<file path="src/rtl/sm83_bus_pkg.sv">
package sm83_bus_pkg;

	// width of one data byte, on the bus and in every register
	localparam int WORD_SIZE = 8;

	// width of a memory address, which is also the width of one register pair
	localparam int ADR_WIDTH = 16;

	// one byte as it moves between memory, the latches and the register file
	typedef logic [WORD_SIZE-1:0] word_t;

	// a bus address, or a full register pair used as one
	typedef logic [ADR_WIDTH-1:0] adr_t;

	// PC after reset, so the first real opcode fetch reads this address
	localparam adr_t RESET_PC = 16'h0000;

endpackage

</file>
<file path="src/rtl/sm83_isa_pkg.sv">
package sm83_isa_pkg;

	// register pair codes, also the upper two bits of a register field
	localparam logic [1:0] PAIR_BC = 2'd0;
	localparam logic [1:0] PAIR_DE = 2'd1;
	localparam logic [1:0] PAIR_HL = 2'd2;
	localparam logic [1:0] PAIR_AF = 2'd3;

	// field code 6 means memory at HL instead of a register
	localparam logic [2:0] REG_HL_IND = 3'd6;
	// A is field 7, the high byte of AF
	localparam logic [2:0] REG_A = 3'd7;

	// opcode groups taken from the top two bits
	localparam logic [1:0] GRP_MISC = 2'b00;
	localparam logic [1:0] GRP_LD_R_R = 2'b01;

	// the low three bits shared by LD (BC),A, LD (DE),A and their reverse forms
	localparam logic [2:0] COL_LD_IND = 3'd2;

	localparam logic [7:0] OP_NOP = 8'h00;
	localparam logic [7:0] OP_LD_HL_N = 8'h36;

	// the 01dddsss and 00ddd110 load forms
	typedef struct packed {
		logic [1:0] grp;
		logic [2:0] dst;
		logic [2:0] src;
	} ld_view_t;

	// the 00pp d010 forms, dir is 1 for a load into A and 0 for a store from A
	typedef struct packed {
		logic [1:0] grp;
		logic [1:0] pair;
		logic       dir;
		logic [2:0] col;
	} pair_view_t;

	// one opcode byte, read through whichever view the instruction needs
	typedef union packed {
		ld_view_t   ld;
		pair_view_t pr;
	} opcode_u;

endpackage

</file>
<file path="src/rtl/sm83_bus_latch.sv">
`timescale 1ns/1ps

module sm83_bus_latch (
	input  logic                  clk,
	input  logic                  reset,
	input  sm83_bus_pkg::word_t   mem_rdata,
	input  sm83_bus_pkg::word_t   reg_rdata,
	input  logic                  data_we,
	input  logic                  data_from_reg,
	input  logic                  ir_we,
	input  logic                  ir_zero,
	input  logic                  wlatch_we,
	output sm83_bus_pkg::word_t   data,
	output sm83_isa_pkg::opcode_u opcode,
	output sm83_bus_pkg::word_t   mem_wdata
);

	sm83_bus_pkg::word_t   data_src;
	sm83_bus_pkg::word_t   wlatch_src;
	sm83_isa_pkg::opcode_u ir_q;
	sm83_isa_pkg::opcode_u ir_next;

	// data_from_reg picks the register byte for both latches
	assign data_src   = data_from_reg ? reg_rdata : mem_rdata;
	// LD (HL),n stores the immediate that sits in the data latch
	assign wlatch_src = data_from_reg ? reg_rdata : data;

	assign ir_next = ir_zero ? sm83_isa_pkg::OP_NOP : data;

	// the IR behaves as a latch open during T4 of M1, so the decoder sees the
	// new opcode in time to plan the next M-cycle
	assign opcode = ir_we ? ir_next : ir_q;

	always_ff @(posedge clk) begin
		if (reset)
			ir_q <= sm83_isa_pkg::OP_NOP;
		else if (ir_we)
			ir_q <= ir_next;
	end

	always_ff @(posedge clk) begin
		if (data_we)
			data <= data_src;
		if (wlatch_we)
			mem_wdata <= wlatch_src;
	end

endmodule

</file>
<file path="config.mk">
export PLATFORM = sky130hd
export DESIGN_NAME = sm83_bus_latch
export DESIGN_NICKNAME = d
export VERILOG_FILES = /design/src/rtl/sm83_bus_pkg.sv /design/src/rtl/sm83_isa_pkg.sv /design/src/rtl/sm83_bus_latch.sv
export SDC_FILE = /design/constraint.sdc
export NUM_CORES = 1
export LEC_CHECK = 0
export BUFFER_PORTS_ARGS = -buffer_cell sky130_fd_sc_hd__buf_2
export CORE_MARGIN = 4
export CORE_UTILIZATION = 40
export DETAILED_ROUTE_END_ITERATION = 7
export PLACE_DENSITY_LB_ADDON = 0.12
export SLEW_MARGIN = 20
export SYNTH_ARGS = -nofsm -noshare
export SYNTH_HDL_FRONTEND = slang
export SYNTH_SLANG_ARGS = --single-unit
</file>
<file path="constraint.sdc">
create_clock -name clk -period 1.1 [get_ports clk]
set_clock_uncertainty 0.2 [all_clocks]
set_input_delay 0.11 -clock clk [delete_from_list [all_inputs] [get_ports clk]]
set_output_delay 0.11 -clock clk [all_outputs]
set_load 0.02 [all_outputs]
</file>
==> results of run 1 <==
## kinds of logic after synthesis
kind of cell           after synthesis  share of synthesized area, %
and+or+nand+nor                     21                          11.4
buffers and inverters               23                          10.2
AOI/OAI and AO/OA                   30                          20.4
DFF                                 24                          58.0
## Yosys cell counts
cell,n
a21oi_1,2
a22o_1,6
buf_2,3
buf_6,3
dfxtp_1,8
edfxtp_1,16
inv_1,16
inv_2,1
nand2_1,10
nand2b_1,2
nand3b_1,2
nor2b_2,1
o21ai_0,16
o41ai_1,2
o41ai_2,4
or3b_1,6
## critical path: cells and delay by family (launching register included)
kind	cells	cell delay [ns]
AOI/OAI and AO/OA	1	0.21
DFF	1	0.43
buffers and inverters	1	0.13
## report_power, final
group          switching (mW)  internal, mW  total [mW]
Clock                   0.257         0.202       0.459
Sequential             0.0310          1.04        1.07
Combinational           0.276         0.290       0.566
## path summary, 6_finish.rpt
check,startpoint,to,slack [ns],depth (start not counted)
worst max register to register,data[3]$_DFFE_PP_,mem_wdata[3]$_DFFE_PP_,-0.10,4
worst min-delay path,reset,ir_q[5]$_SDFF_PP0_,-0.05,2
worst min register to register,ir_q[5]$_SDFF_PP0_,ir_q[5]$_SDFF_PP0_,0.30,2
worst max-delay path,data[0]$_DFFE_PP_,opcode[0],-0.30,2
## cell type report
cell class              count  area (µm²)
fillers                   186         727
repair buffers             80         658
flip-flops and latches     24         642
multi-input cells          51         373
inverters                  17        71.3
well taps                  30        37.5
clock buffers               4        36.3
## what timing repair did
action | 4_1_cts | 5_1_grt
resized for setup | 45 | 11
setup endpoints to repair | 24 | 37
hold endpoints to repair | 40 | 8
pin swaps | 10 | 1
setup buffers | 8 | 1
## cell usage in the layout, fill, tap and decap left out
| master | count |
|---|---|
| dfxtp_1 | 7 |
| o21ai_0 | 8 |
| o21ai_1 | 7 |
| dlygate4sd3_1 | 18 |
| o41ai_2 | 6 |
| clkbuf_4 | 3 |
| buf_2 | 28 |
| buf_6 | 22 |
| edfxtp_1 | 16 |
| or3b_4 | 1 |
| a22o_1 | 6 |
| clkbuf_8 | 1 |
| nor2b_2 | 1 |
| inv_4 | 3 |
| nand2b_1 | 2 |
| nand2_1 | 10 |
| inv_2 | 4 |
| or3b_1 | 5 |
| o21ai_2 | 1 |
| a21oi_1 | 2 |
| dfxtp_2 | 1 |
| buf_4 | 12 |
| nand3b_1 | 2 |
| inv_1 | 10 |
## through the flow
stage	total power, mW	setup slack (ns)
after floorplan	1.30	-0.0127
after global placement	1.45	-0.0778
after detailed placement	1.46	-0.0915
after CTS	2.08	-0.295
after global routing	2.20	-0.366
final	2.09	-0.297
## sequential cells by signal (all words and copies together) (netlist names)
register,count
ir_q,8
data,8
mem_wdata,8
## per-layer routing
layer / wire [µm] / global-route usage (%) / vias up
met4: 49 / 6.81 / 0
li1: - / - / 502
met5: 0 / 0 / -
met2: 1420 / 28.5 / 35
met3: 228 / 3.62 / 4
met1: 1170 / 21.0 / 451
==> flow_summary_export.csv, run 1 <==
group,metric,value,unit
setup_path,startpoint_type,"register",
pwr,ir_worst_vdd,772,µV
synthesis,ys_seq_elements,24,
timing,hold_viol_final,8,
layout,fin_cells,206,
cts,htreeDepth,1,
timing,whs,-0.0533,ns
synthesis,synth_area_leader_cell,"edfxtp_1",
timing,relSlewSlack,75.1,%
floorplan,dieArea,3670,µm²
placement,placed_cell_area,1380,µm²
setup_path,end_kind,"primary output",
synthesis,syn_area_per_cell,11.3,µm²
cts,clkTransAtPathRegs,0.13,ns
setup_path,path_cells,"a22o_1 > buf_6",
synthesis,yosysTopAreaCellShare,43.5,%
drt,wl_per_cell,13.9,µm
floorplan,start_util,43.4,%
drt,viasPerCell,4.82,
drt,drt-initial-drc-count,14,
grt,grt_max_degree,25,
cts,ctsHoldBuffers,18,
timing,fin_crit_sh,127,%
placement,hpwl,1890,µm
timing,tightest_slew,0.374,ns
drt,drt_first_pass_iters,4,
floorplan,die_height,60.6,µm
layout,syn_to_final_growth,64.6,%
synthesis,synth_area,1100,µm²
cts,cts.path.max_buffers,2,
grt,grt_use_total,16.9,%
run_status,outcome,"finished, violations left",
timing,report.final.slew_viol_count,0,
drt,dr_total_vias,992,
setup_path,critical-path-slowest-cell,"edfxtp_1",
timing,finalWorstSetupSlack,-0.297,ns
flow_run,drv_cap,0,
synthesis,syn-num-nets,121,
grt,grt_pass1_vias,992,
pwr,power.leakage,0.852,nW
cts,ctsRootBufferMaster,"clkbuf_4",
timing,max_freq,716,MHz
run_status,violations,"negative hold slack, negative setup slack",
floorplan,boundaryPins,47,
setup_path,critPathArrivalTime,1.09,ns
drt,drt_wl_total,2870,µm
setup_path,critPathMaxFanout,2,
cts,cts_tree,"yes",
timing,fin_setup_tns,-4.89,ns
placement,gp_congestion,0.687,
timing,rsz0062_at_grt,"yes",
floorplan,dieWidth,60.6,µm
floorplan,core_area,2540,µm²
timing,finalCriticalPeriod,1.40,ns
layout,final_nets,200,
placement,io_buffers,46,
drt,ant_nets,0,
drt,drcViolationCount,0,
min_path,hp-class,"primary input to register",
grt,antenna_found_initial,0,
synthesis,synth_cells,98,
floorplan,rows,18,
pwr,p_per_area,1150,nW/µm²
grt,globalRouteOverflowTotal,0,
synthesis,ys_types,16,
timing,finalSetupViolations,32,
synthesis,synth.top_cells.by_area,"edfxtp_1 43%, dfxtp_1 14%, o21ai_0 7.2%, o41ai_2 5.9%, inv_1 5.4%",
synthesis,ys_seq_area_share,58.0,%
layout,fin_util,71.4,%
setup_path,slowest_delay,0.43,ns
setup_path,cp.required,0.79,ns
layout,final_cell_area,1820,µm²
layout,drive_above_1_share,47.2,%
setup_path,path_class,"register to primary output",
cts,cts_buffers,3,
cts,cts_sinks,24,
layout,n_antenna_cell,0,
grt,grt_first_pass_wirelength,4520,µm
placement,dp.cells,175,
cts,clk_latency,0.31,ns
synthesis,yosys_warnings,0,
Note: power is estimated with default switching activity, not from simulation.
==> run 2, diff against run 1 <==
BUFFER_PORTS_ARGS = unset   (was -buffer_cell sky130_fd_sc_hd__buf_2)
CTS_CLUSTER_SIZE = 14   (was unset)
DONT_BUFFER_PORTS = 1   (was unset)
==> run 2 against run 1 <==
  * The run still ends with negative hold slack, negative setup slack left
  * Non-clock buffer count shrank 59
  * Die area is the same
  * Sequential share of layout area grew 9.9 points
  * Sequential cell count is the same
  * Setup slack gained 0.028 ns
  * Critical path type unchanged
  * Largest cell class is now flip-flops and latches
  * Highest routed layer unchanged
==> flow_summary_export.csv, run 2 (same netlist as run 1, synthesis figures left out) <==
group,metric,value,unit
layout,fin_cells,147,
setup_path,slowest_delay,0.47,ns
min_path,hp-class,"primary input to register",
placement,placed_cell_area,1150,µm²
setup_path,cp.required,0.79,ns
grt,met3_usage,6.17,%
drt,drt_wl_total,2580,µm
pwr,total_power,1.84,mW
min_path,hold_end,"ir_q[7]$_SDFF_PP0_",
cts,clk_latency,0.31,ns
layout,mostFrequentLayoutCell,"edfxtp_1",
placement,dp.cells,130,
timing,finalSetupViolations,27,
grt,grt_pass1_vias,806,
floorplan,die_height,60.6,µm
grt,top_usage_layer,"met2",
timing,finalWorstSetupSlack,-0.269,ns
pwr,intPower,1.34,mW
layout,reg_top3,"data: 8 flops, ir_q: 8 flops, mem_wdata: 8 flops",
cts,ctsHoldBuffers,11,
grt,grt_max_degree,25,
setup_path,path_class,"register to primary output",
setup_path,path_cells,"a22o_4",
pwr,switching_share,27.4,%
layout,multi_input_area,430,µm²
timing,relSlewSlack,58.3,%
drt,drt-initial-drc-count,34,
floorplan,rows,18,
drt,dr_total_vias,791,
setup_path,r2r-start,"data[1]$_DFFE_PP_",
setup_path,timing.rr.end,"mem_wdata[1]$_DFFE_PP_",
drt,drcViolationCount,0,
grt,globalRouteOverflowTotal,0,
grt,grt_first_pass_wirelength,4000,µm
run_status,outcome,"finished, violations left",
timing,fin_crit_sh,124,%
setup_path,critPathArrivalTime,1.06,ns
floorplan,dieWidth,60.6,µm
setup_path,cp_top_family,"flip-flops",
setup_path,r2r_slack,-0.07,ns
grt,grt_use_met2,22.4,%
setup_path,critPathMaxFanout,3,
setup_path,crit_start,"data[2]$_DFFE_PP_",
drt,viasPerCell,5.38,
pwr,p_per_area,1290,nW/µm²
timing,hold_viol_final,22,
layout,final_cell_mix,"16 x edfxtp_1, 13 x inv_1, 9 x o21ai_0",
cts,cts_tree,"yes",
pwr,p_clk_share,21.6,%
flow_run,drv_cap,0,
cts,cts.path.max_buffers,2,
layout,seqCellArea,646,µm²
cts,htreeDepth,1,
cts,cts_sinks,24,
layout,final_nets,141,
setup_path,end_kind,"primary output",
run_status,violations,"negative hold slack, negative setup slack",
setup_path,startpoint_type,"register",
setup_path,reg2reg_depth,3,
floorplan,core_area,2540,µm²
setup_path,critical-path-slowest-cell,"edfxtp_1",
drt,wl_per_cell,17.5,µm
grt,met1_usage,20.3,%
grt,grt_use_total,15.0,%
pwr,p_comb_share,17.8,%
layout,drive_above_1_share,32.5,%
pwr,power.leakage,0.626,nW
placement,hpwl,1700,µm
layout,final_cell_area,1430,µm²
grt,antenna_found_initial,0,
placement,gp_congestion,0.668,
layout,n_antenna_cell,0,
pwr,seqPwrFrac,60.5,%
layout,nFillCells,238,
timing,rsz0062_at_grt,"yes",
pwr,power_switching,506,µW
cts,ctsRootBufferMaster,"clkbuf_4",
timing,report.final.slew_viol_count,0,
floorplan,boundaryPins,47,
cts,clkTransAtPathRegs,0.13,ns
placement,io_buffers,0,
timing,max_freq,730,MHz
floorplan,start_util,43.4,%
layout,syn_to_final_growth,29.3,%
drt,ant_nets,0,
pwr,ir_worst_vdd,936,µV
cts,cts_buffers,3,
min_path,holdPathStages,1,
min_path,min-delay-start,"ir_zero",
floorplan,dieArea,3670,µm²
drt,drt_first_pass_iters,4,
timing,whs,-0.326,ns
timing,tightest_slew,0.625,ns
setup_path,path_buf_inv,0,
layout,fin_util,56.1,%
timing,finalCriticalPeriod,1.37,ns
run 2: cell types whose count changed in the layout (fill, tap and decap cells not counted), moves of 3 or more:
| cell | change |
|---|---|
| buf_4 | -10 |
| inv_1 | +3 |
| buf_2 | -28 |
| dfxtp_1 | -3 |
| dfxtp_2 | +3 |
| a22o_4 | +6 |
| buf_6 | -14 |
| a22o_1 | -6 |
| dlygate4sd3_1 | -10 |
| dlymetal6s4s_1 | +3 |
run 2: timing repair:
action,4_1_cts,5_1_grt
endpoints found under the setup margin,24,52
setup buffers,3,2
gates cloned,0,0
resized for setup,21,19
endpoints found under the hold margin,40,22
pin swaps,9,2
run 2: final cells by class:
class / instances / area share [%]
inverters: 17 / 4.64
well taps: 30 / 2.63
flip-flops and latches: 24 / 45.2
clock buffers: 4 / 1.84
repair buffers: 21 / 15.6
multi-input cells: 51 / 30.1
run 2: worst max path at each step:
stage | slack [ns] | cells past startpoint | endpoint
after global placement | 0.07 | 2 | mem_wdata[2]$_DFFE_PP_
final | -0.27 | 1 | opcode[2]
after CTS | -0.27 | 1 | opcode[1]
after floorplan | -0.01 | 2 | mem_wdata[0]$_DFFE_PP_
after global routing | -0.33 | 2 | opcode[6]
after detailed placement | 0.04 | 2 | mem_wdata[1]$_DFFE_PP_
run 2: routing by layer:
metal  part of all wire, %  vias up  wire length, µm
li1                      -      387                -
met1                    44      367             1150
met2                    45       35             1160
met3                   9.7        2              249
met4                  0.74        0               19
met5                     0        -                0
run 2: power by group through the flow:
| stage | Clock (mW) | Combinational, mW | Sequential [mW] |
|---|---|---|---|
| floorplan | 0 | 0.153 | 1.15 |
| global placement | 0 | 0.216 | 1.12 |
| detailed placement | 0 | 0.219 | 1.12 |
| CTS | 0.418 | 0.315 | 1.11 |
| global route | 0.463 | 0.355 | 1.13 |
| finish | 0.399 | 0.329 | 1.12 |
run 2: through the flow:
| step | hold slack, ns | TNS (ns) | worst slack (ns) |
|---|---|---|---|
| final | -0.326 | -3.63 | -0.269 |
| after global routing | -0.356 | -5.18 | -0.326 |
| after CTS | -0.331 | -6.18 | -0.268 |
| after detailed placement | -0.0164 | 0 | 0.0400 |
| after global placement | -0.0182 | 0 | 0.0653 |
| after floorplan | 0.0225 | -0.0671 | -0.0127 |
