**config.mk**
```make
export PLATFORM = sky130hd
export DESIGN_NAME = sm83_sequencer
export DESIGN_NICKNAME = d
export VERILOG_FILES = /design/src/rtl/sm83_sequencer.sv
export SDC_FILE = /design/constraint.sdc
export NUM_CORES = 1
export LEC_CHECK = 0
export BUFFER_PORTS_ARGS = -buffer_cell sky130_fd_sc_hd__buf_4
export CORE_AREA = 3 3 40 42
export CTS_CLUSTER_SIZE = 20
export DETAILED_ROUTE_END_ITERATION = 6
export DIE_AREA = 0 0 43 45
export MAX_ROUTING_LAYER = met4
export SYNTH_ARGS = -nofsm -noshare
export SYNTH_HDL_FRONTEND = slang
export SYNTH_SLANG_ARGS = --single-unit
```
**constraint.sdc**
```tcl
create_clock -name clk -period 0.9 [get_ports clk]
set_input_delay 0.27 -clock clk [delete_from_list [all_inputs] [get_ports clk]]
set_output_delay 0.27 -clock clk [all_outputs]
set_load 0.05 [all_outputs]
```
**src/rtl/sm83_sequencer.sv**
```systemverilog
`timescale 1ns/1ps

module sm83_sequencer (
	input  logic clk,
	input  logic reset,
	input  logic set_m1,
	output logic m1,
	output logic m2,
	output logic m3,
	output logic t1,
	output logic t2,
	output logic t3,
	output logic t4,
	output logic in_rst
);

	// T-state count, 0 is T1 and 3 is T4
	logic [1:0] t_cnt;
	// one-hot M-cycle, bit 0 is M1
	logic [2:0] m_state;

	assign t1 = (t_cnt == 2'd0);
	assign t2 = (t_cnt == 2'd1);
	assign t3 = (t_cnt == 2'd2);
	assign t4 = (t_cnt == 2'd3);

	assign m1 = m_state[0];
	assign m2 = m_state[1];
	assign m3 = m_state[2];

	always_ff @(posedge clk) begin
		if (reset) begin
			t_cnt   <= 2'd0;
			m_state <= 3'b001;
		end else begin
			// the two-bit count wraps from T4 back to T1 by itself
			t_cnt <= t_cnt + 2'd1;
			// the M-cycle only moves on at the end of T4
			if (t4) begin
				if (set_m1)
					m_state <= 3'b001;
				else
					m_state <= {m_state[1:0], m_state[2]};
			end
		end
	end

	// the first M1 after reset runs a forced nop without a bus read
	always_ff @(posedge clk) begin
		if (reset)
			in_rst <= 1'b1;
		else if (t4 && set_m1)
			in_rst <= 1'b0;
	end

endmodule

```
==> results of run 1 <==
[critical path, cell delays in order, from the launching register on]
cell	delay [ns]
dfxtp_4	0.39
inv_4	0.06
ha_4	0.15
buf_8	0.14
[sequential cells by signal, indices dropped and copies added (netlist names)]
signal   flops
in_rst       1
m_state      3
t_cnt        2
[power breakdown]
part	internal (W)	leakage [nW]	switching, W	total [W]
clock network	0.000168	0.0150	0.0000987	0.000267
registers	0.000279	0.0507	0.0000252	0.000304
logic	0.000112	0.160	0.000133	0.000245
total	0.000559	0.225	0.000257	0.000816
[worst paths after layout]
check        startpoint  slack, ns    endpoint
max reg2reg    t_cnt[0]      -0.19  m_state[0]
min reg2reg      in_rst       0.47      in_rst
max            t_cnt[0]      -0.36          t3
min               reset       0.25    t_cnt[0]
[logic make-up (layout without fill, tap and decap cells)]
family / count (synthesis) / in the layout / synth area share, %
fa+ha+maj: 5 / 5 / 22.9
compound gates: 3 / 3 / 6.42
simple gates: 10 / 10 / 23.8
buf+inv: 2 / 21 / 2.75
flops: 6 / 6 / 44.0
[what timing repair did]
| action | CTS | global route |
|---|---|---|
| gates cloned | 0 | 0 |
| pin swaps | 2 | 6 |
| buffers inserted | 4 | 1 |
| gates resized for setup | 19 | 4 |
| endpoints found under the hold margin | 0 | 0 |
| endpoints found under the setup margin | 12 | 13 |
[layer usage]
| layer | GRT usage, % | vias up | wire (microns) |
|---|---|---|---|
| met4 | 9.04 | 0 | 19 |
| met1 | 7.21 | 110 | 222 |
| met3 | 2.39 | 2 | 70 |
| met2 | 14.4 | 13 | 345 |
| li1 | - | 124 | - |
| met5 | - | - | 0 |
[layout make-up]
cell class,instances,area [sq um]
fillers,123,679
well taps,15,18.8
multi-input cells,18,244
repair buffers,15,169
inverters,2,12.5
flip-flops and latches,6,135
clock buffers,4,26.3
[placed cells by master, fill, tap and decap left out, types with 2 or more instances in the layout]
cell / count
nand2b_4: 2
buf_4: 7
dfxtp_2: 3
clkbuf_4: 3
a21oi_2: 2
nor2_1: 2
nand3b_1: 2
inv_4: 2
dfxtp_4: 3
buf_8: 7
ha_4: 5
[stage by stage]
| stage | utilization [%] | power [W] | area (sq um) |
|---|---|---|---|
| after floorplan | - | 0.000466 | 352 |
| after global placement | 34.7 | 0.000486 | 445 |
| after detailed placement | 34.7 | 0.000495 | 445 |
| after CTS | 45.0 | 0.000825 | 578 |
| after global routing | 47.1 | 0.000869 | 606 |
| final | 47.1 | 0.000816 | 606 |
==> results.py, run 1 <==
metrics = {
    "run_status": {
        "status": "finished, violations left",
        "violations": "negative setup slack",
    },
    "floorplan": {
        "row_count": 13,
        "initial_core_util_pct": 21.2,
        "die_area_sq_um": 1940,
        "pin_count": 11,
        "chipWidth_microns": 43,
        "coreArea_sq_um": 1280,
        "chipHeight_microns": 45,
    },
    "finish": {
        "final_nets": 54,
        "final_cells": 60,
        "drive_gt1_share_pct": 82.2,
        "diodes": 0,
        "area_growth_pct": 122,
    },
    "timing": {
        "fin_crit_ns": 1.26,
        "tightest_slew_ns": 0.180,
        "fmax_mhz": 792,
        "setup_ws_ns": -0.363,
        "slew_headroom_pct": 88.0,
        "slew_viol_final": 0,
        "fin_crit_sh_pct": 140,
        "rsz0062_at_grt": "yes",
        "setup_viol": 12,
        "skew_ns": 0.00799,
        "holdWs_ns": 0.252,
        "finalHoldViolations": 0,
        "timing.setup.tns_ns": -2.36,
    },
    "synthesis": {
        "synth.most_common_cell": "dfxtp_1",
        "syn_area_per_cell_sq_um": 10.5,
        "yosysWarnings": 0,
        "synth-edff-count": 0,
        "syn_nets": 34,
        "netlist_top_cells_count": "6 x dfxtp_1, 5 x ha_1",
        "async_flop_share_pct": 0,
        "ys_types": 12,
        "syn_area_sq_um": 273,
        "seq_area_frac_synth_pct": 44.0,
        "synth_largest_area_cell": "dfxtp_1",
        "ys_top_cells_by_area": "dfxtp_1 44%, ha_1 23%, nand3b_1 5.5%, nor4b_2 5.5%, nand2b_1 4.6%",
        "ys_ff_latch": 6,
        "synth_cells": 26,
        "synth_top_area_share_pct": 44.0,
        "synth_ff_type": "dfxtp_1",
    },
    "critical_path": {
        "path_class": "flop to primary output",
        "cp.arrival_ns": 0.99,
        "rr_worst_depth": 4,
        "cp-end-kind": "primary output",
        "critPathMaxFanout": 5,
        "required_ns": 0.63,
        "start_kind": "flop",
    },
    "placement": {
        "numPortBuffers": 10,
        "place_inst": 51,
        "gp_congestion": 0.608,
        "dp_slack_ns": -0.152,
        "dp_hpwl_microns": 497,
    },
    "cts": {
        "cts_tree": "yes",
        "cts_hold_buf": 0,
        "cts_buffer_depth": 2,
        "cts_buffers": 3,
        "clk_latency_ns": 0.25,
        "htree_levels": 1,
        "clock_sinks": 6,
        "cts_root_buf": "clkbuf_4",
        "cts.clk_slew.worst_paths_ns": 0.05,
    },
    "routing": {
        "vias": 249,
        "wl_per_cell_microns": 11.0,
        "ant_nets": 0,
        "drt-total-wl_microns": 658,
        "drtPass1Iterations": 4,
        "vias_per_cell": 4.15,
        "drc": 0,
        "drt_iter0_drc": 1,
    },
    "min_path": {
        "min_path_cells": 2,
        "hold_path.class": "input pin to flop",
    },
    "global_routing": {
        "antenna_found_initial": 0,
        "grt_pass1_wl_mm": 1.06,
        "grtUsageTotal_pct": 8.48,
        "grt_max_degree": 8,
        "grt_overflow": 0,
        "grt_pass1_vias": 244,
    },
    "power_and_ir_drop": {
        "p_per_area_nw_per_um2": 1350,
        "peakVddDrop_v": 0.000746,
        "leakagePower_nw": 0.225,
    },
    "job": {
        "maxCapViolCount": 0,
    },
}
Note: power is estimated with default switching activity, not from simulation.
==> inputs of run 2 (changes only) <==
Settings changed: ABC_AREA set to 1.
==> run 2 against run 1 <==
  * The flow still finishes with violations (negative setup slack)
  * Sequential cell count is the same
  * Via count rose by 5.6%
  * Clock power hardly changed
  * First-iteration DRC count fell by 100%
==> results.py, run 2 <==
metrics = {
    "synthesis": {
        "ys_types": 10,
        "yosysWarnings": 0,
        "synth-edff-count": 0,
        "synth_fa_ha_area_share_pct": 23.3,
        "synth_largest_area_cell": "dfxtp_1",
        "muxShareOfSynthArea_pct": 0,
        "synth_xor_area_share_pct": 0,
        "syn_area_sq_um": 269,
        "synth_top_area_share_pct": 44.7,
        "synth_compound_area_share_pct": 12.6,
        "ys_ff_latch": 6,
        "synthSimpleGateAreaFrac_pct": 11.2,
        "syn_area_per_cell_sq_um": 8.68,
        "ys_top_cells_by_area": "dfxtp_1 45%, ha_1 23%, inv_1 7.0%, nand2_1 5.6%, nor2_1 5.6%",
        "syn_nets": 39,
        "netlist_top_cells_count": "6 x dfxtp_1, 5 x ha_1, 5 x inv_1, 4 x nand2_1, 4 x nor2_1",
        "async_flop_share_pct": 0,
        "synth.most_common_cell": "dfxtp_1",
        "seq_area_frac_synth_pct": 44.7,
        "synth_top_family_by_area": "adder cells",
        "synth_ff_type": "dfxtp_1",
        "synth_cells": 31,
    },
    "critical_path": {
        "critPathMaxFanout": 4,
        "path_buf_inv": 2,
        "required_ns": 0.63,
        "crit_path_max_incr_delay_ns": 0.39,
        "cpMaxStageDelayCell": "dfxtp_4",
        "cp.arrival_ns": 0.99,
        "worstPathCellList": "inv_4 > ha_4 > buf_8",
        "cp-end-kind": "primary output",
        "start_kind": "flop",
        "critPathTopFamily": "flip-flops",
        "path_class": "flop to primary output",
    },
    "timing": {
        "finalHoldViolations": 0,
        "fin_crit_sh_pct": 140,
        "holdWs_ns": 0.196,
        "tightest_slew_ns": 0.152,
        "skew_ns": 0.00607,
        "setup_ws_ns": -0.359,
        "fmax_mhz": 794,
        "slew_headroom_pct": 89.7,
        "rsz0062_at_grt": "yes",
        "slew_viol_final": 0,
        "setup_viol": 12,
        "fin_crit_ns": 1.26,
    },
    "finish": {
        "drive_gt1_share_pct": 68.6,
        "diodes": 0,
        "fin_area_sq_um": 571,
        "final_nets": 60,
        "regMostFlops": "m_state",
        "final_cells": 66,
        "largest_register_ffs": 3,
        "layout_commonest_cell": "buf_4",
        "mostFrequentLayoutCells": "8 x buf_4, 6 x buf_8, 5 x ha_4",
        "area_growth_pct": 112,
        "top_regs": "m_state: 3 flops, t_cnt: 2 flops, in_rst: 1 flops",
    },
    "global_routing": {
        "antenna_found_initial": 0,
        "grt_overflow": 0,
        "grt_pass1_vias": 272,
        "grtUsageTotal_pct": 7.82,
        "grt_pass1_wl_mm": 1.03,
        "grt_max_degree": 6,
    },
    "floorplan": {
        "initial_core_util_pct": 20.9,
        "die_area_sq_um": 1940,
        "pin_count": 11,
        "chipHeight_microns": 45,
        "coreArea_sq_um": 1280,
        "chipWidth_microns": 43,
        "row_count": 13,
    },
    "run_status": {
        "status": "finished, violations left",
        "violations": "negative setup slack",
    },
    "cts": {
        "cts_buffers": 3,
        "cts.clk_slew.worst_paths_ns": 0.05,
        "cts_hold_buf": 0,
        "clk_latency_ns": 0.24,
        "cts_buffer_depth": 2,
        "htree_levels": 1,
        "cts_tree": "yes",
        "clock_sinks": 6,
        "cts_root_buf": "clkbuf_4",
    },
    "routing": {
        "vias": 263,
        "ant_nets": 0,
        "drtPass1Iterations": 1,
        "drc": 0,
        "drt_iter0_drc": 0,
        "vias_per_cell": 3.98,
        "drt-total-wl_microns": 595,
        "wl_per_cell_microns": 9.02,
    },
    "placement": {
        "numPortBuffers": 10,
        "dpl_cell_area_sq_um": 430,
        "gp_congestion": 0.658,
        "dp_slack_ns": -0.145,
        "dp_hpwl_microns": 409,
        "place_inst": 56,
    },
    "power_and_ir_drop": {
        "p_per_area_nw_per_um2": 1500,
        "leakagePower_nw": 0.247,
        "peakVddDrop_v": 0.000786,
    },
    "job": {
        "maxCapViolCount": 0,
    },
    "min_path": {
        "hold_path.class": "input pin to flop",
    },
}
-- run 2: cell count changes in the layout (fill, tap and decap cells not counted), moves of 2 or more --
cell / previous run / this run
nor2_1: 2 / 4
nand2b_4: 2 / 0
nand3b_1: 2 / 0
o21ai_1: 0 / 2
nand2_1: 1 / 4
inv_1: 0 / 3
-- run 2: logic make-up after synthesis --
| kind of cell | Yosys count |
|---|---|
| adders and majority gates | 5 |
| and+or+nand+nor | 8 |
| DFF | 6 |
| buffers and inverters | 6 |
| AOI/OAI and AO/OA | 6 |
-- run 2: area by class of cell --
type	count	area, sq um
clock buffers	4	26.3
fillers	131	714
inverters	6	27.5
multi-input cells	19	193
flip-flops and latches	6	133
well taps	15	18.8
repair buffers	16	173
-- run 2: through the flow --
stage | setup TNS, ns | power (W) | utilization (%)
after detailed placement | -0.667 | 0.000523 | 33.5
after floorplan | -0.0624 | 0.000494 | -
after global routing | -2.63 | 0.000920 | 44.4
final | -2.11 | 0.000858 | 44.4
after global placement | -0.649 | 0.000522 | 33.5
after CTS | -2.24 | 0.000867 | 42.9
-- run 2: routing by layer --
metal	GRT usage [%]	routed length [microns]	vias to the layer above
met3	5.58	59	0
met5	-	0	-
met4	3.61	0	0
li1	-	-	134
met2	13.8	315	11
met1	6.07	220	118
-- run 2: path summary, 6_finish.rpt --
kind | slack [ns] | end | startpoint | cells past startpoint
setup / recovery | -0.36 | t2 | t_cnt[1] | 3
hold / removal | 0.20 | t_cnt[0] | reset | 2
setup reg to reg | -0.12 | m_state[2] | t_cnt[0] | 5
hold reg to reg | 0.55 | in_rst | in_rst | 3
-- run 2: where the power goes --
part | switching, W | total (W) | internal [W]
logic | 0.000155 | 0.000275 | 0.000120
registers | 0.0000284 | 0.000315 | 0.000287
clock network | 0.0000997 | 0.000268 | 0.000168
-- run 2: repair_timing --
action                                  CTS  global route
endpoints found under the setup margin   12            13
hold endpoints to repair                  0             0
gates resized for setup                  16             3
pin swaps                                 0             1
buffers inserted                          5             1
==> inputs of run 3 (changes only) <==
Clock period 0.9 ns to 1.6 ns, I/O delays scaled along.
==> run 3 against run 2 <==
  * The flow now finishes without violations
  * Combinational power is 62% lower
  * First-iteration DRC count grew 1
  * Die area did not move
  * Clock-buffer cell count down 1
  * Worst hold slack improved by 0.22 ns
  * Global-route usage fell by 1.3 points
  * Sequential cell count unchanged
  * Cell count down 11%
  * Register-to-register slack improved by 0.77 ns
  * Utilization fell by 14 points
  * Highest routed layer unchanged
==> results.py, run 3 (synthesis results as in run 2) <==
metrics = {
    "run_status": {
        "status": "completed",
    },
    "cts": {
        "clock_sinks": 6,
        "cts_tree": "yes",
        "cts_setup_buffers": 0,
        "cts_root_buf": "clkbuf_4",
        "clk_latency_ns": 0.24,
        "cts.clk_slew.worst_paths_ns": 0.04,
        "htree_levels": 1,
        "post_cts_resize_count": 1,
        "cts_buffers": 3,
        "cts_buffer_depth": 2,
        "cts_hold_buf": 0,
    },
    "timing": {
        "rsz0062_at_grt": "no",
        "slew_headroom_pct": 88.2,
        "fin_crit_ns": 1.52,
        "slew_viol_final": 0,
        "fin_crit_sh_pct": 94.7,
        "fmax_mhz": 660,
        "tightest_slew_ns": 0.178,
        "setup_viol": 0,
        "holdWs_ns": 0.414,
        "finalHoldViolations": 0,
        "skew_ns": 0.00337,
        "timing.setup.tns_ns": 0,
    },
    "placement": {
        "dp_hpwl_microns": 391,
        "gp_congestion": 0.743,
        "numPortBuffers": 10,
    },
    "critical_path": {
        "cp-startpoint": "t_cnt[0]",
        "path_class": "flop to primary output",
        "required_ns": 1.12,
        "critPathTopFamily": "flip-flops",
        "cpMaxStageDelayCell": "dfxtp_2",
        "crit_path_max_incr_delay_ns": 0.36,
        "critPathMaxFanout": 5,
        "rr_worst_depth": 4,
        "r2r-end": "m_state[0]",
        "rrSetupSlack_ns": 0.65,
        "start_kind": "flop",
        "worstReg2RegStart": "t_cnt[0]",
        "cp-endpoint": "t1",
        "cp.arrival_ns": 1.04,
        "worst-path-stages": 3,
        "path_buf_inv": 2,
        "cp-end-kind": "primary output",
        "worstPathCellList": "inv_1 > ha_1 > buf_4",
    },
    "routing": {
        "vias_per_cell": 3.73,
        "drt_iter0_drc": 1,
        "drc": 0,
        "drt-total-wl_microns": 487,
        "drtPass1Iterations": 2,
        "vias": 220,
        "wl_per_cell_microns": 8.25,
        "ant_nets": 0,
    },
    "global_routing": {
        "grt_overflow": 0,
        "grt_pass1_vias": 231,
        "antenna_found_initial": 0,
        "grt_pass1_wl_microns": 876,
        "grt_max_degree": 6,
        "grtUsageTotal_pct": 6.53,
    },
    "floorplan": {
        "chipHeight_microns": 45,
        "row_count": 13,
        "die_area_sq_um": 1940,
        "pin_count": 11,
        "initial_core_util_pct": 20.9,
        "coreArea_sq_um": 1280,
        "chipWidth_microns": 43,
    },
    "job": {
        "maxCapViolCount": 0,
    },
    "finish": {
        "regMostFlops": "m_state",
        "diodes": 0,
        "layout_commonest_cell": "buf_4",
        "final_nets": 54,
        "area_growth_pct": 44.2,
        "drive_gt1_share_pct": 38.6,
        "mostFrequentLayoutCells": "10 x buf_4, 5 x inv_1, 5 x ha_1",
        "post-route-util_pct": 30.2,
        "top_regs": "m_state: 3 flops, t_cnt: 2 flops, in_rst: 1 flops",
        "largest_register_ffs": 3,
    },
    "power_and_ir_drop": {
        "p_per_area_nw_per_um2": 1050,
        "leakagePower_nw": 0.201,
        "peakVddDrop_v": 0.000306,
    },
    "min_path": {
        "hold_path.class": "input pin to flop",
    },
}
-- run 3: cell type report --
| class | count | area (sq um) |
|---|---|---|
| clock buffers | 3 | 22.5 |
| fillers | 146 | 897 |
| inverters | 6 | 22.5 |
| multi-input cells | 19 | 126 |
| flip-flops and latches | 6 | 123 |
| well taps | 15 | 18.8 |
| repair buffers | 10 | 75.1 |
-- run 3: worst min-delay path by stage --
stage                           to  cells past startpoint  slack (ns)     start
after floorplan           t_cnt[0]                      1        0.45  t_cnt[0]
after global placement      in_rst                      2        0.44    in_rst
after detailed placement    in_rst                      2        0.44    in_rst
after CTS                 t_cnt[0]                      2        0.40     reset
after global routing      t_cnt[0]                      2        0.40     reset
final                     t_cnt[0]                      2        0.41     reset
-- run 3: power breakdown --
group / switching (W) / total (W) / internal (W)
clock network: 0.0000506 / 0.000135 / 0.0000846
logic: 0.0000724 / 0.000104 / 0.0000315
registers: 0.00000888 / 0.000170 / 0.000161
total: 0.000132 / 0.000409 / 0.000277
-- run 3: per-stage QoR --
stage | area (sq um) | power [W] | cells | setup WS [ns]
6_report | 388 | 0.000409 | 59 | 0.0849
5_1_grt | 388 | 0.000442 | 59 | 0.0271
4_1_cts | 387 | 0.000423 | 59 | 0.0352
3_5_place_dp | 363 | 0.000277 | 56 | 0.273
3_3_place_gp | 363 | 0.000276 | 56 | 0.293
2_1_floorplan | 269 | 0.000249 | 31 | 0.267
-- run 3: metal layers --
metal	GRT usage [%]	share of wire [%]	up-vias
met4	1.81	0	0
met5	-	0	-
met1	6.80	45	92
met2	9.88	49	6
met3	4.78	6.0	0
li1	-	-	122
