## src/rtl/sm83_isa_pkg.sv

```systemverilog
package sm83_isa_pkg;

	// register pair codes, also the upper two bits of a register field
	localparam logic [1:0] PAIR_BC = 2'd0;
	localparam logic [1:0] PAIR_DE = 2'd1;
	localparam logic [1:0] PAIR_HL = 2'd2;
	localparam logic [1:0] PAIR_AF = 2'd3;

	// field code 6 means memory at HL instead of a register
	localparam logic [2:0] REG_HL_IND = 3'd6;
	// A is field 7, the high byte of AF
	localparam logic [2:0] REG_A = 3'd7;

	// opcode groups taken from the top two bits
	localparam logic [1:0] GRP_MISC = 2'b00;
	localparam logic [1:0] GRP_LD_R_R = 2'b01;

	// the low three bits shared by LD (BC),A, LD (DE),A and their reverse forms
	localparam logic [2:0] COL_LD_IND = 3'd2;

	localparam logic [7:0] OP_NOP = 8'h00;
	localparam logic [7:0] OP_LD_HL_N = 8'h36;

	// the 01dddsss and 00ddd110 load forms
	typedef struct packed {
		logic [1:0] grp;
		logic [2:0] dst;
		logic [2:0] src;
	} ld_view_t;

	// the 00pp d010 forms, dir is 1 for a load into A and 0 for a store from A
	typedef struct packed {
		logic [1:0] grp;
		logic [1:0] pair;
		logic       dir;
		logic [2:0] col;
	} pair_view_t;

	// one opcode byte, read through whichever view the instruction needs
	typedef union packed {
		ld_view_t   ld;
		pair_view_t pr;
	} opcode_u;

endpackage

```

## src/rtl/sm83_control.sv

```systemverilog
`timescale 1ns/1ps

module sm83_control (
	input  sm83_isa_pkg::opcode_u opcode,
	input  logic                  m1,
	input  logic                  m2,
	input  logic                  m3,
	input  logic                  t1,
	input  logic                  t2,
	input  logic                  t3,
	input  logic                  t4,
	input  logic                  in_rst,
	output logic                  set_m1,
	output logic                  mem_rd,
	output logic                  mem_wr,
	output logic [1:0]            reg_sel,
	output logic                  read_hi,
	output logic                  hi_we,
	output logic                  lo_we,
	output logic                  pc_to_adr,
	output logic                  reg_to_adr,
	output logic                  pc_inc_we,
	output logic                  data_we,
	output logic                  data_from_reg,
	output logic                  ir_we,
	output logic                  ir_zero,
	output logic                  wlatch_we
);

	// true when a register field names the high byte of its pair, A being the odd one
	function automatic logic field_hi(input logic [2:0] field);
		if (field[2:1] == sm83_isa_pkg::PAIR_AF)
			return field[0];
		return !field[0];
	endfunction

	logic       ld_r_r;
	logic       ld_r_hl;
	logic       ld_hl_r;
	logic       ld_r_n;
	logic       ld_hl_n;
	logic       ld_ind;
	logic       ld_a_ind;
	logic       ld_ind_a;
	logic       wb_en;
	logic [2:0] wb_field;
	logic [2:0] st_field;
	logic [1:0] ptr_pair;

	// 76 has both fields at 6 and falls through to the nop branch
	assign ld_r_r  = (opcode.ld.grp == sm83_isa_pkg::GRP_LD_R_R) &&
		(opcode.ld.dst != sm83_isa_pkg::REG_HL_IND) && (opcode.ld.src != sm83_isa_pkg::REG_HL_IND);
	assign ld_r_hl = (opcode.ld.grp == sm83_isa_pkg::GRP_LD_R_R) &&
		(opcode.ld.dst != sm83_isa_pkg::REG_HL_IND) && (opcode.ld.src == sm83_isa_pkg::REG_HL_IND);
	assign ld_hl_r = (opcode.ld.grp == sm83_isa_pkg::GRP_LD_R_R) &&
		(opcode.ld.dst == sm83_isa_pkg::REG_HL_IND) && (opcode.ld.src != sm83_isa_pkg::REG_HL_IND);
	assign ld_r_n  = (opcode.ld.grp == sm83_isa_pkg::GRP_MISC) &&
		(opcode.ld.dst != sm83_isa_pkg::REG_HL_IND) && (opcode.ld.src == sm83_isa_pkg::REG_HL_IND);
	assign ld_hl_n = (opcode == sm83_isa_pkg::OP_LD_HL_N);

	// only the BC and DE pointer forms are kept, the HL ones act as nop
	assign ld_ind   = (opcode.pr.grp == sm83_isa_pkg::GRP_MISC) &&
		(opcode.pr.col == sm83_isa_pkg::COL_LD_IND) &&
		((opcode.pr.pair == sm83_isa_pkg::PAIR_BC) || (opcode.pr.pair == sm83_isa_pkg::PAIR_DE));
	assign ld_a_ind = ld_ind && opcode.pr.dir;
	assign ld_ind_a = ld_ind && !opcode.pr.dir;

	// loads that land in a register finish with a write-back in the next M1
	assign wb_en    = ld_r_r || ld_r_n || ld_r_hl || ld_a_ind;
	assign wb_field = ld_a_ind ? sm83_isa_pkg::REG_A : opcode.ld.dst;
	assign st_field = ld_ind_a ? sm83_isa_pkg::REG_A : opcode.ld.src;
	assign ptr_pair = ld_ind ? opcode.pr.pair : sm83_isa_pkg::PAIR_HL;

	// the IR takes the fetched byte in T4 of M1, zeroed for the reset fetch
	assign ir_we   = m1 && t4;
	assign ir_zero = m1 && t4 && in_rst;

	always_comb begin
		set_m1        = 1'b0;
		mem_rd        = 1'b0;
		mem_wr        = 1'b0;
		reg_sel       = sm83_isa_pkg::PAIR_BC;
		read_hi       = 1'b0;
		hi_we         = 1'b0;
		lo_we         = 1'b0;
		pc_to_adr     = 1'b0;
		reg_to_adr    = 1'b0;
		pc_inc_we     = 1'b0;
		data_we       = 1'b0;
		data_from_reg = 1'b0;
		wlatch_we     = 1'b0;

		// up to T3 of M1 the IR still holds the previous instruction
		if (m1 && t3 && wb_en) begin
			reg_sel = wb_field[2:1];
			hi_we   = field_hi(wb_field);
			lo_we   = !field_hi(wb_field);
		end

		if (ld_r_r) begin
			// source byte goes into the data latch at T1 and is written back at T3
			if (m1 && t1) begin
				reg_sel       = opcode.ld.src[2:1];
				read_hi       = field_hi(opcode.ld.src);
				data_we       = 1'b1;
				data_from_reg = 1'b1;
			end
			set_m1 = m1 && t4;
		end else if (ld_r_n || ld_hl_n) begin
			// immediate byte read in M2 at PC, which then steps past it
			if (m1 && t4)
				pc_to_adr = 1'b1;
			if (m2 && t1) begin
				mem_rd    = 1'b1;
				pc_inc_we = 1'b1;
			end
			if (m2 && t3)
				data_we = 1'b1;
			if (ld_r_n) begin
				set_m1 = m2 && t4;
			end else begin
				// LD (HL),n then stores the immediate at HL during M3
				if (m2 && t4) begin
					reg_sel    = sm83_isa_pkg::PAIR_HL;
					reg_to_adr = 1'b1;
				end
				wlatch_we = m3 && t2;
				mem_wr    = m3 && t3;
				set_m1    = m3 && t4;
			end
		end else if (ld_r_hl || ld_a_ind) begin
			// pointer read in M2, the byte waits in the data latch for write-back
			if (m1 && t4) begin
				reg_sel    = ptr_pair;
				reg_to_adr = 1'b1;
			end
			mem_rd  = m2 && t1;
			data_we = m2 && t3;
			set_m1  = m2 && t4;
		end else if (ld_hl_r || ld_ind_a) begin
			if (m1 && t4) begin
				reg_sel    = ptr_pair;
				reg_to_adr = 1'b1;
			end
			// the register byte reaches the write latch one clock before the strobe
			if (m2 && t2) begin
				reg_sel       = st_field[2:1];
				read_hi       = field_hi(st_field);
				data_from_reg = 1'b1;
				wlatch_we     = 1'b1;
			end
			mem_wr = m2 && t3;
			set_m1 = m2 && t4;
		end else begin
			set_m1 = m1 && t4;
		end

		// next opcode fetch, overlapping the tail of this instruction
		if (set_m1)
			pc_to_adr = 1'b1;
		if (m1 && t1 && !in_rst) begin
			mem_rd    = 1'b1;
			pc_inc_we = 1'b1;
		end
		if (m1 && t3)
			data_we = 1'b1;
	end

endmodule

```

## config.mk

```make
export PLATFORM = sky130hd
export DESIGN_NAME = sm83_control
export DESIGN_NICKNAME = d
export VERILOG_FILES = /design/src/rtl/sm83_isa_pkg.sv /design/src/rtl/sm83_control.sv
export SDC_FILE = /design/constraint.sdc
export NUM_CORES = 1
export LEC_CHECK = 0
export BUFFER_PORTS_ARGS = -buffer_cell sky130_fd_sc_hd__buf_2
export CAP_MARGIN = 5
export CORE_MARGIN = 2
export CORE_UTILIZATION = 55
export DETAILED_ROUTE_END_ITERATION = 8
export GPL_TIMING_DRIVEN = 0
export PLACE_DENSITY = 0.91
export SETUP_SLACK_MARGIN = 0.02
export SLEW_MARGIN = 20
export SYNTH_ARGS = -nofsm -noshare
export SYNTH_HDL_FRONTEND = slang
export SYNTH_SLANG_ARGS = --single-unit
```

## constraint.sdc

```tcl
create_clock -name vclk -period 2.06
set_input_delay 0.206 -clock vclk [all_inputs]
set_output_delay 0.206 -clock vclk [all_outputs]
set_load 0.02 [all_outputs]
```

==> results.cfg, run 1 <==
[hold_path]
min_path_cells = 3
min_path_type = input port to primary output
min-delay-start = t2
holdPathEnd = wlatch_we

[routing]
finalWirelength_mm = 2.30
drtIter0Drc = 57
vias = 1033
ant_nets = 0
vias_per_cell = 6.89
first_pass_iters = 4
drc = 0
wl_per_cell_um = 15.4

[finish]
final_cells = 150
syn_to_final_growth_pct = 21.7
fill_cells = 114
n_clock_buffer = 0
final_nets = 153
n_sequential_cell = 0
utilization_pct = 70.3
drive_above_1_share_pct = 31.9
n_antenna_cell = 0
register_area_um2 = 0

[global_route]
track_usage_pct = 30.6
grt.overflow.total = 0
grt_max_degree = 11
grt_first_pass_wirelength_mm = 3.54
grt_antenna_before_repair = 0
first_global_vias = 850

[synth]
synth_top_area_share_pct = 6.66
synthesis.area_um2 = 733
post-synth-top-count-cell = nand2_1
synth-compound-area-share_pct = 39.2
synthAdderAreaFrac_pct = 0
syn_nets = 123
synth_common_cells = 13 x nand2_1, 7 x a21oi_1, 6 x nand3_1, 6 x nor2_1
synth-simple-area-share_pct = 47.1
ys_types = 46
synth_top_family_by_area = simple AND/OR/NAND/NOR gates
yosys-mux-area-fraction_pct = 2.73
synthXorXnorAreaFrac_pct = 1.19
yosys_warnings = 0
post-synth-top-area-cell = nand2_1
syn_area_per_cell_um2 = 6.85
synthCells = 107
seq_area_frac_synth_pct = 0
netlist_top_cells_area = nand2_1 6.7%, o211ai_1 5.1%, a21oi_1 4.8%, and3_1 4.3%, nand3_1 4.1%

[sta]
setup_slack_ns = 0.175
finalSetupViolCount = 0
fmax_mhz = 530
tns_ns = 0
grt_setup_unrepaired = false
worst_pin_slew_ns = 0.489
layout_min_cycle_time_ns = 1.89
drv_slew = 0
max_slew_margin_pct = 67.4
fin_crit_sh_pct = 91.5
hold_viol = 0

[setup_path]
arrival_ns = 1.68
path_class = input port to primary output
end_kind = primary output
cp.required_ns = 1.85
start_kind = input port
cp_max_fo = 6

[clock_tree]
cts_resized = 0
cts_setup_buffers = 0
ctsHoldBuffers = 0

[power]
p_total_uw = 167
p_leak_nw = 0.430
power_density_nw_per_um2 = 188
ir_drop_uv = 109

[die]
core_area_um2 = 1270
io_pins = 32
rows = 13
dieArea_um2 = 1640
initial_core_util_pct = 57.8
die_y_um = 40.5
die_w_um = 40.5

[placement]
routabilityCongestion = 0.961
place.port_buffers = 28
place_inst = 150
dpl_worst_slack_ns = 0.199
dp_hpwl_mm = 1.79

[run_status]
status = finished, final reports clean

[job]
cap_violations = 0
## kinds of logic (layout without fill, tap and decap cells)
logic type / after synthesis / after routing
muxes: 2 / 2
and+or+nand+nor: 55 / 55
AOI/OAI and AO/OA: 36 / 36
xor gates and xnor gates: 1 / 1
buffers and inverters: 13 / 41
## worst max-delay path by stage
| stage | cells after the start | to | slack [ns] | startpoint |
|---|---|---|---|---|
| after global placement | 7 | reg_sel[0] | 0.23 | opcode[2] |
| after floorplan | 7 | reg_sel[1] | 0.27 | opcode[4] |
| final | 7 | reg_sel[1] | 0.17 | opcode[0] |
| after CTS | 7 | reg_sel[0] | 0.19 | opcode[2] |
| after global routing | 8 | reg_sel[1] | 0.09 | opcode[3] |
| after detailed placement | 7 | reg_sel[0] | 0.20 | opcode[2] |
## per-layer routing
metal	vias up	global-route usage, %	wire (µm)
li1	476	-	-
met1	450	39.1	876
met2	83	50.8	1100
met3	24	3.33	257
met4	0	13.3	70
met5	-	0	0
## through the flow
step	area [µm²]	hold WS, ns
after floorplan	733	0.562
after global placement	892	0.755
after detailed placement	892	0.763
after CTS	892	0.765
after global routing	892	0.806
final	892	0.761
## final cells by class
cell class         count  area, µm²  area share [%]
multi-input cells     94        662            74.2
repair buffers        28        140            15.7
plain buffers          9       56.3            6.31
well taps             15       18.8            2.10
inverters              4       15.0            1.68
## power by group
group	internal (mW)	leakage [nW]	switching, mW	total [mW]
clock network	0	0	0	0
registers	0	0	0	0
logic	0.0633	0.430	0.104	0.167
total	0.0633	0.430	0.104	0.167
## worst max-delay path, stage by stage
cell,delay [ns]
buf_2,0.14
nand3b_1,0.28
and3_4,0.26
a221oi_1,0.29
a21oi_1,0.11
nor3_1,0.19
buf_2,0.20
## placed cells by master (no fill, tap or decap), types with 2 or more instances in the layout
cell type,count
inv_1,3
buf_2,31
o21ai_1,2
nand2_1,13
a31oi_1,2
o21a_1,2
a32oi_1,3
nor2b_1,2
nand4_1,2
mux2i_1,2
a221oi_1,3
and3b_1,2
and3_1,5
clkbuf_1,3
and2_1,4
o21ai_0,2
nand3_1,6
buf_6,2
nor3_1,3
o211ai_1,5
a21oi_1,7
nor2_1,6
a32o_1,2
Note: power is estimated with default switching activity, not from simulation.
==> inputs of run 2 (changes only) <==
- GPL_TIMING_DRIVEN: 0 -> unset
==> run 2 against run 1 <==
Wire length is 5.7% lower. First-iteration DRC count fell by 53%. Sequential share of layout area is the same. Count of clock-buffer cells in the layout unchanged.
==> results.cfg, run 2 (same netlist as run 1, synthesis figures left out) <==
[run_status]
status = finished, final reports clean

[sta]
tns_ns = 0
fin_crit_sh_pct = 93.7
fmax_mhz = 518
setup_slack_ns = 0.130
grt_setup_unrepaired = false
finalSetupViolCount = 0
fin_hold_ws_ns = 0.765
max_slew_margin_pct = 74.6
worst_pin_slew_ns = 0.381
layout_min_cycle_time_ns = 1.93
drv_slew = 0
hold_viol = 0

[routing]
finalWirelength_mm = 2.17
drc = 0
vias = 956
ant_nets = 0
drtIter0Drc = 27
first_pass_iters = 4
wl_per_cell_um = 14.9
vias_per_cell = 6.55

[global_route]
grt_max_degree = 16
grt_antenna_before_repair = 0
first_global_vias = 799
track_usage_pct = 29.6
grt_first_pass_wirelength_mm = 3.48
grt.overflow.total = 0

[setup_path]
cp_max_fo = 9
crit_chain = buf_2, and3b_1, xnor2_1, a21oi_1, nand3_1, a32oi_1, buf_2
crit_slowest_cell = and3b_1
arrival_ns = 1.72
start_kind = input port
path_class = input port to primary output
path_delay_family = simple AND/OR/NAND/NOR gates
end_kind = primary output
cp.required_ns = 1.85
cp.buffers_inverters = 2
crit_top_cell = buf_2
max_stage_delay_ns = 0.39

[finish]
syn_to_final_growth_pct = 17.7
final_cells = 146
n_antenna_cell = 0
final_common_cell = buf_2
n_clock_buffer = 0
register_area_um2 = 0
n_sequential_cell = 0
design_area_um2 = 863
drive_above_1_share_pct = 32.1
mostFrequentLayoutCells = 32 x buf_2, 13 x nand2_1, 7 x a21oi_1, 6 x nor2_1, 6 x nand3_1
fill_cells = 122
utilization_pct = 68.0
final_nets = 149

[job]
cap_violations = 0

[power]
p_total_uw = 161
power_density_nw_per_um2 = 187
p_leak_nw = 0.417
ir_drop_uv = 109

[placement]
place.port_buffers = 32
dpl_worst_slack_ns = 0.140
dp_hpwl_mm = 1.71
place_area_um2 = 863
routabilityCongestion = 1.00
place_inst = 146

[die]
rows = 13
die_y_um = 40.5
die_w_um = 40.5
dieArea_um2 = 1640
io_pins = 32
initial_core_util_pct = 57.8
core_area_um2 = 1270

[hold_path]
min_path_type = input port to primary output

[clock_tree]
cts_resized = 0
cts_setup_buffers = 0
ctsHoldBuffers = 0
-- run 2: worst paths after layout --
path | cells past startpoint | slack (ns) | start | endpoint
worst max-delay path | 7 | 0.13 | opcode[2] | reg_sel[0]
worst min-delay path | 3 | 0.77 | t2 | wlatch_we
-- run 2: cell type report --
class / count / area, µm² / share of cell area [%]
inverter: 4 / 15.0 / 1.74
tap: 15 / 18.8 / 2.17
multi-input combinational: 94 / 662 / 76.7
timing repair buffer: 33 / 168 / 19.4
-- run 2: layer usage --
| layer | global-route usage [%] | share of wire, % |
|---|---|---|
| met1 | 40.7 | 46 |
| met2 | 48.4 | 45 |
| met3 | 2.22 | 7.2 |
| met4 | 8.33 | 2.0 |
| met5 | 0 | 0 |
-- run 2: power breakdown --
group,switching (mW),internal (mW)
logic,0.102,0.0596
registers,0,0
clock network,0,0
==> inputs of run 3 (changes only) <==
- clock period: 2.06 -> 2.4 ns (I/O delays scaled with it)
==> run 3 against run 2 <==
Core utilization fell by 0.59 points. Via count is 2.0% higher. Worst setup slack better by 0.24 ns. Critical endpoint unchanged. Highest routed layer unchanged.
==> results.cfg, run 3 (same netlist as run 1, synthesis figures left out) <==
[finish]
final_nets = 148
n_clock_buffer = 0
final_common_cell = buf_2
drive_above_1_share_pct = 31.5
n_sequential_cell = 0
n_antenna_cell = 0
fill_cells = 115
syn_to_final_growth_pct = 16.7
register_area_um2 = 0
mostFrequentLayoutCells = 32 x buf_2, 13 x nand2_1, 7 x a21oi_1, 6 x nor2_1, 6 x nand3_1
final_cells = 145

[routing]
vias_per_cell = 6.72
drc = 0
ant_nets = 0
drtIter0Drc = 31
finalWirelength_mm = 2.31
first_pass_iters = 4
wl_per_cell_um = 16.0
vias = 975

[setup_path]
start_kind = input port
path_delay_family = simple AND/OR/NAND/NOR gates
crit_chain = buf_2, and3b_1, xnor2_1, a21oi_1, nand3_1, a32oi_1, buf_2
cp_max_fo = 9
max_stage_delay_ns = 0.38
crit_slowest_cell = and3b_1
end_kind = primary output
crit_top_cell = buf_2
cp.required_ns = 2.16
path_class = input port to primary output
arrival_ns = 1.79
cp.buffers_inverters = 2

[placement]
dp_hpwl_mm = 1.75
routabilityCongestion = 0.971
dpl_worst_slack_ns = 0.419
place.port_buffers = 32
place_inst = 145

[sta]
tns_ns = 0
drv_slew = 0
fin_crit_sh_pct = 84.7
max_slew_margin_pct = 74.3
fmax_mhz = 492
hold_viol = 0
finalSetupViolCount = 0
fin_hold_ws_ns = 0.832
setup_slack_ns = 0.366
layout_min_cycle_time_ns = 2.03
grt_setup_unrepaired = false
worst_pin_slew_ns = 0.385

[die]
die_y_um = 40.5
die_w_um = 40.5
core_area_um2 = 1270
initial_core_util_pct = 57.8
dieArea_um2 = 1640
io_pins = 32
rows = 13

[global_route]
track_usage_pct = 30.1
grt_max_degree = 16
first_global_vias = 791
grt_antenna_before_repair = 0
grt_first_pass_wirelength_mm = 3.46
grt.overflow.total = 0

[run_status]
status = finished, final reports clean

[job]
cap_violations = 0

[hold_path]
min_path_type = input port to primary output

[power]
p_leak_nw = 0.413
ir_drop_uv = 81.5
power_density_nw_per_um2 = 163

[clock_tree]
cts_setup_buffers = 0
ctsHoldBuffers = 0
cts_resized = 0
-- run 3: cell count changes in the layout (fill, tap and decap cells not counted) --
cell,before,now
buf_4,1,0
-- run 3: path summary, 6_finish.rpt --
kind              slack (ns)  depth (start not counted)          to  startpoint
setup / recovery        0.37                          7  reg_sel[0]   opcode[2]
hold / removal          0.83                          3   wlatch_we          t2
-- run 3: cell type report --
class              instances  area (µm²)  area share (%)
well taps                 15        18.8            2.19
repair buffers            32         160            18.7
inverters                  4        15.0            1.75
multi-input cells         94         662            77.3
-- run 3: routing by layer --
layer  share of wire (%)  GRT usage, %
met4                 1.1          5.00
met3                 7.1          2.22
met5                   0             0
met1                  44          38.1
met2                  48          54.8
-- run 3: report_power, final --
part	switching (mW)	internal, mW	total [mW]
Sequential	0	0	0
Clock	0	0	0
Combinational	0.0893	0.0501	0.139
-- run 3: through the flow --
step	total power, mW	utilization (%)	cell area [µm²]
floorplan	0.0956	-	733
global placement	0.132	67.5	856
detailed placement	0.136	67.5	856
CTS	0.137	67.5	856
global route	0.150	67.5	856
finish	0.139	67.5	856
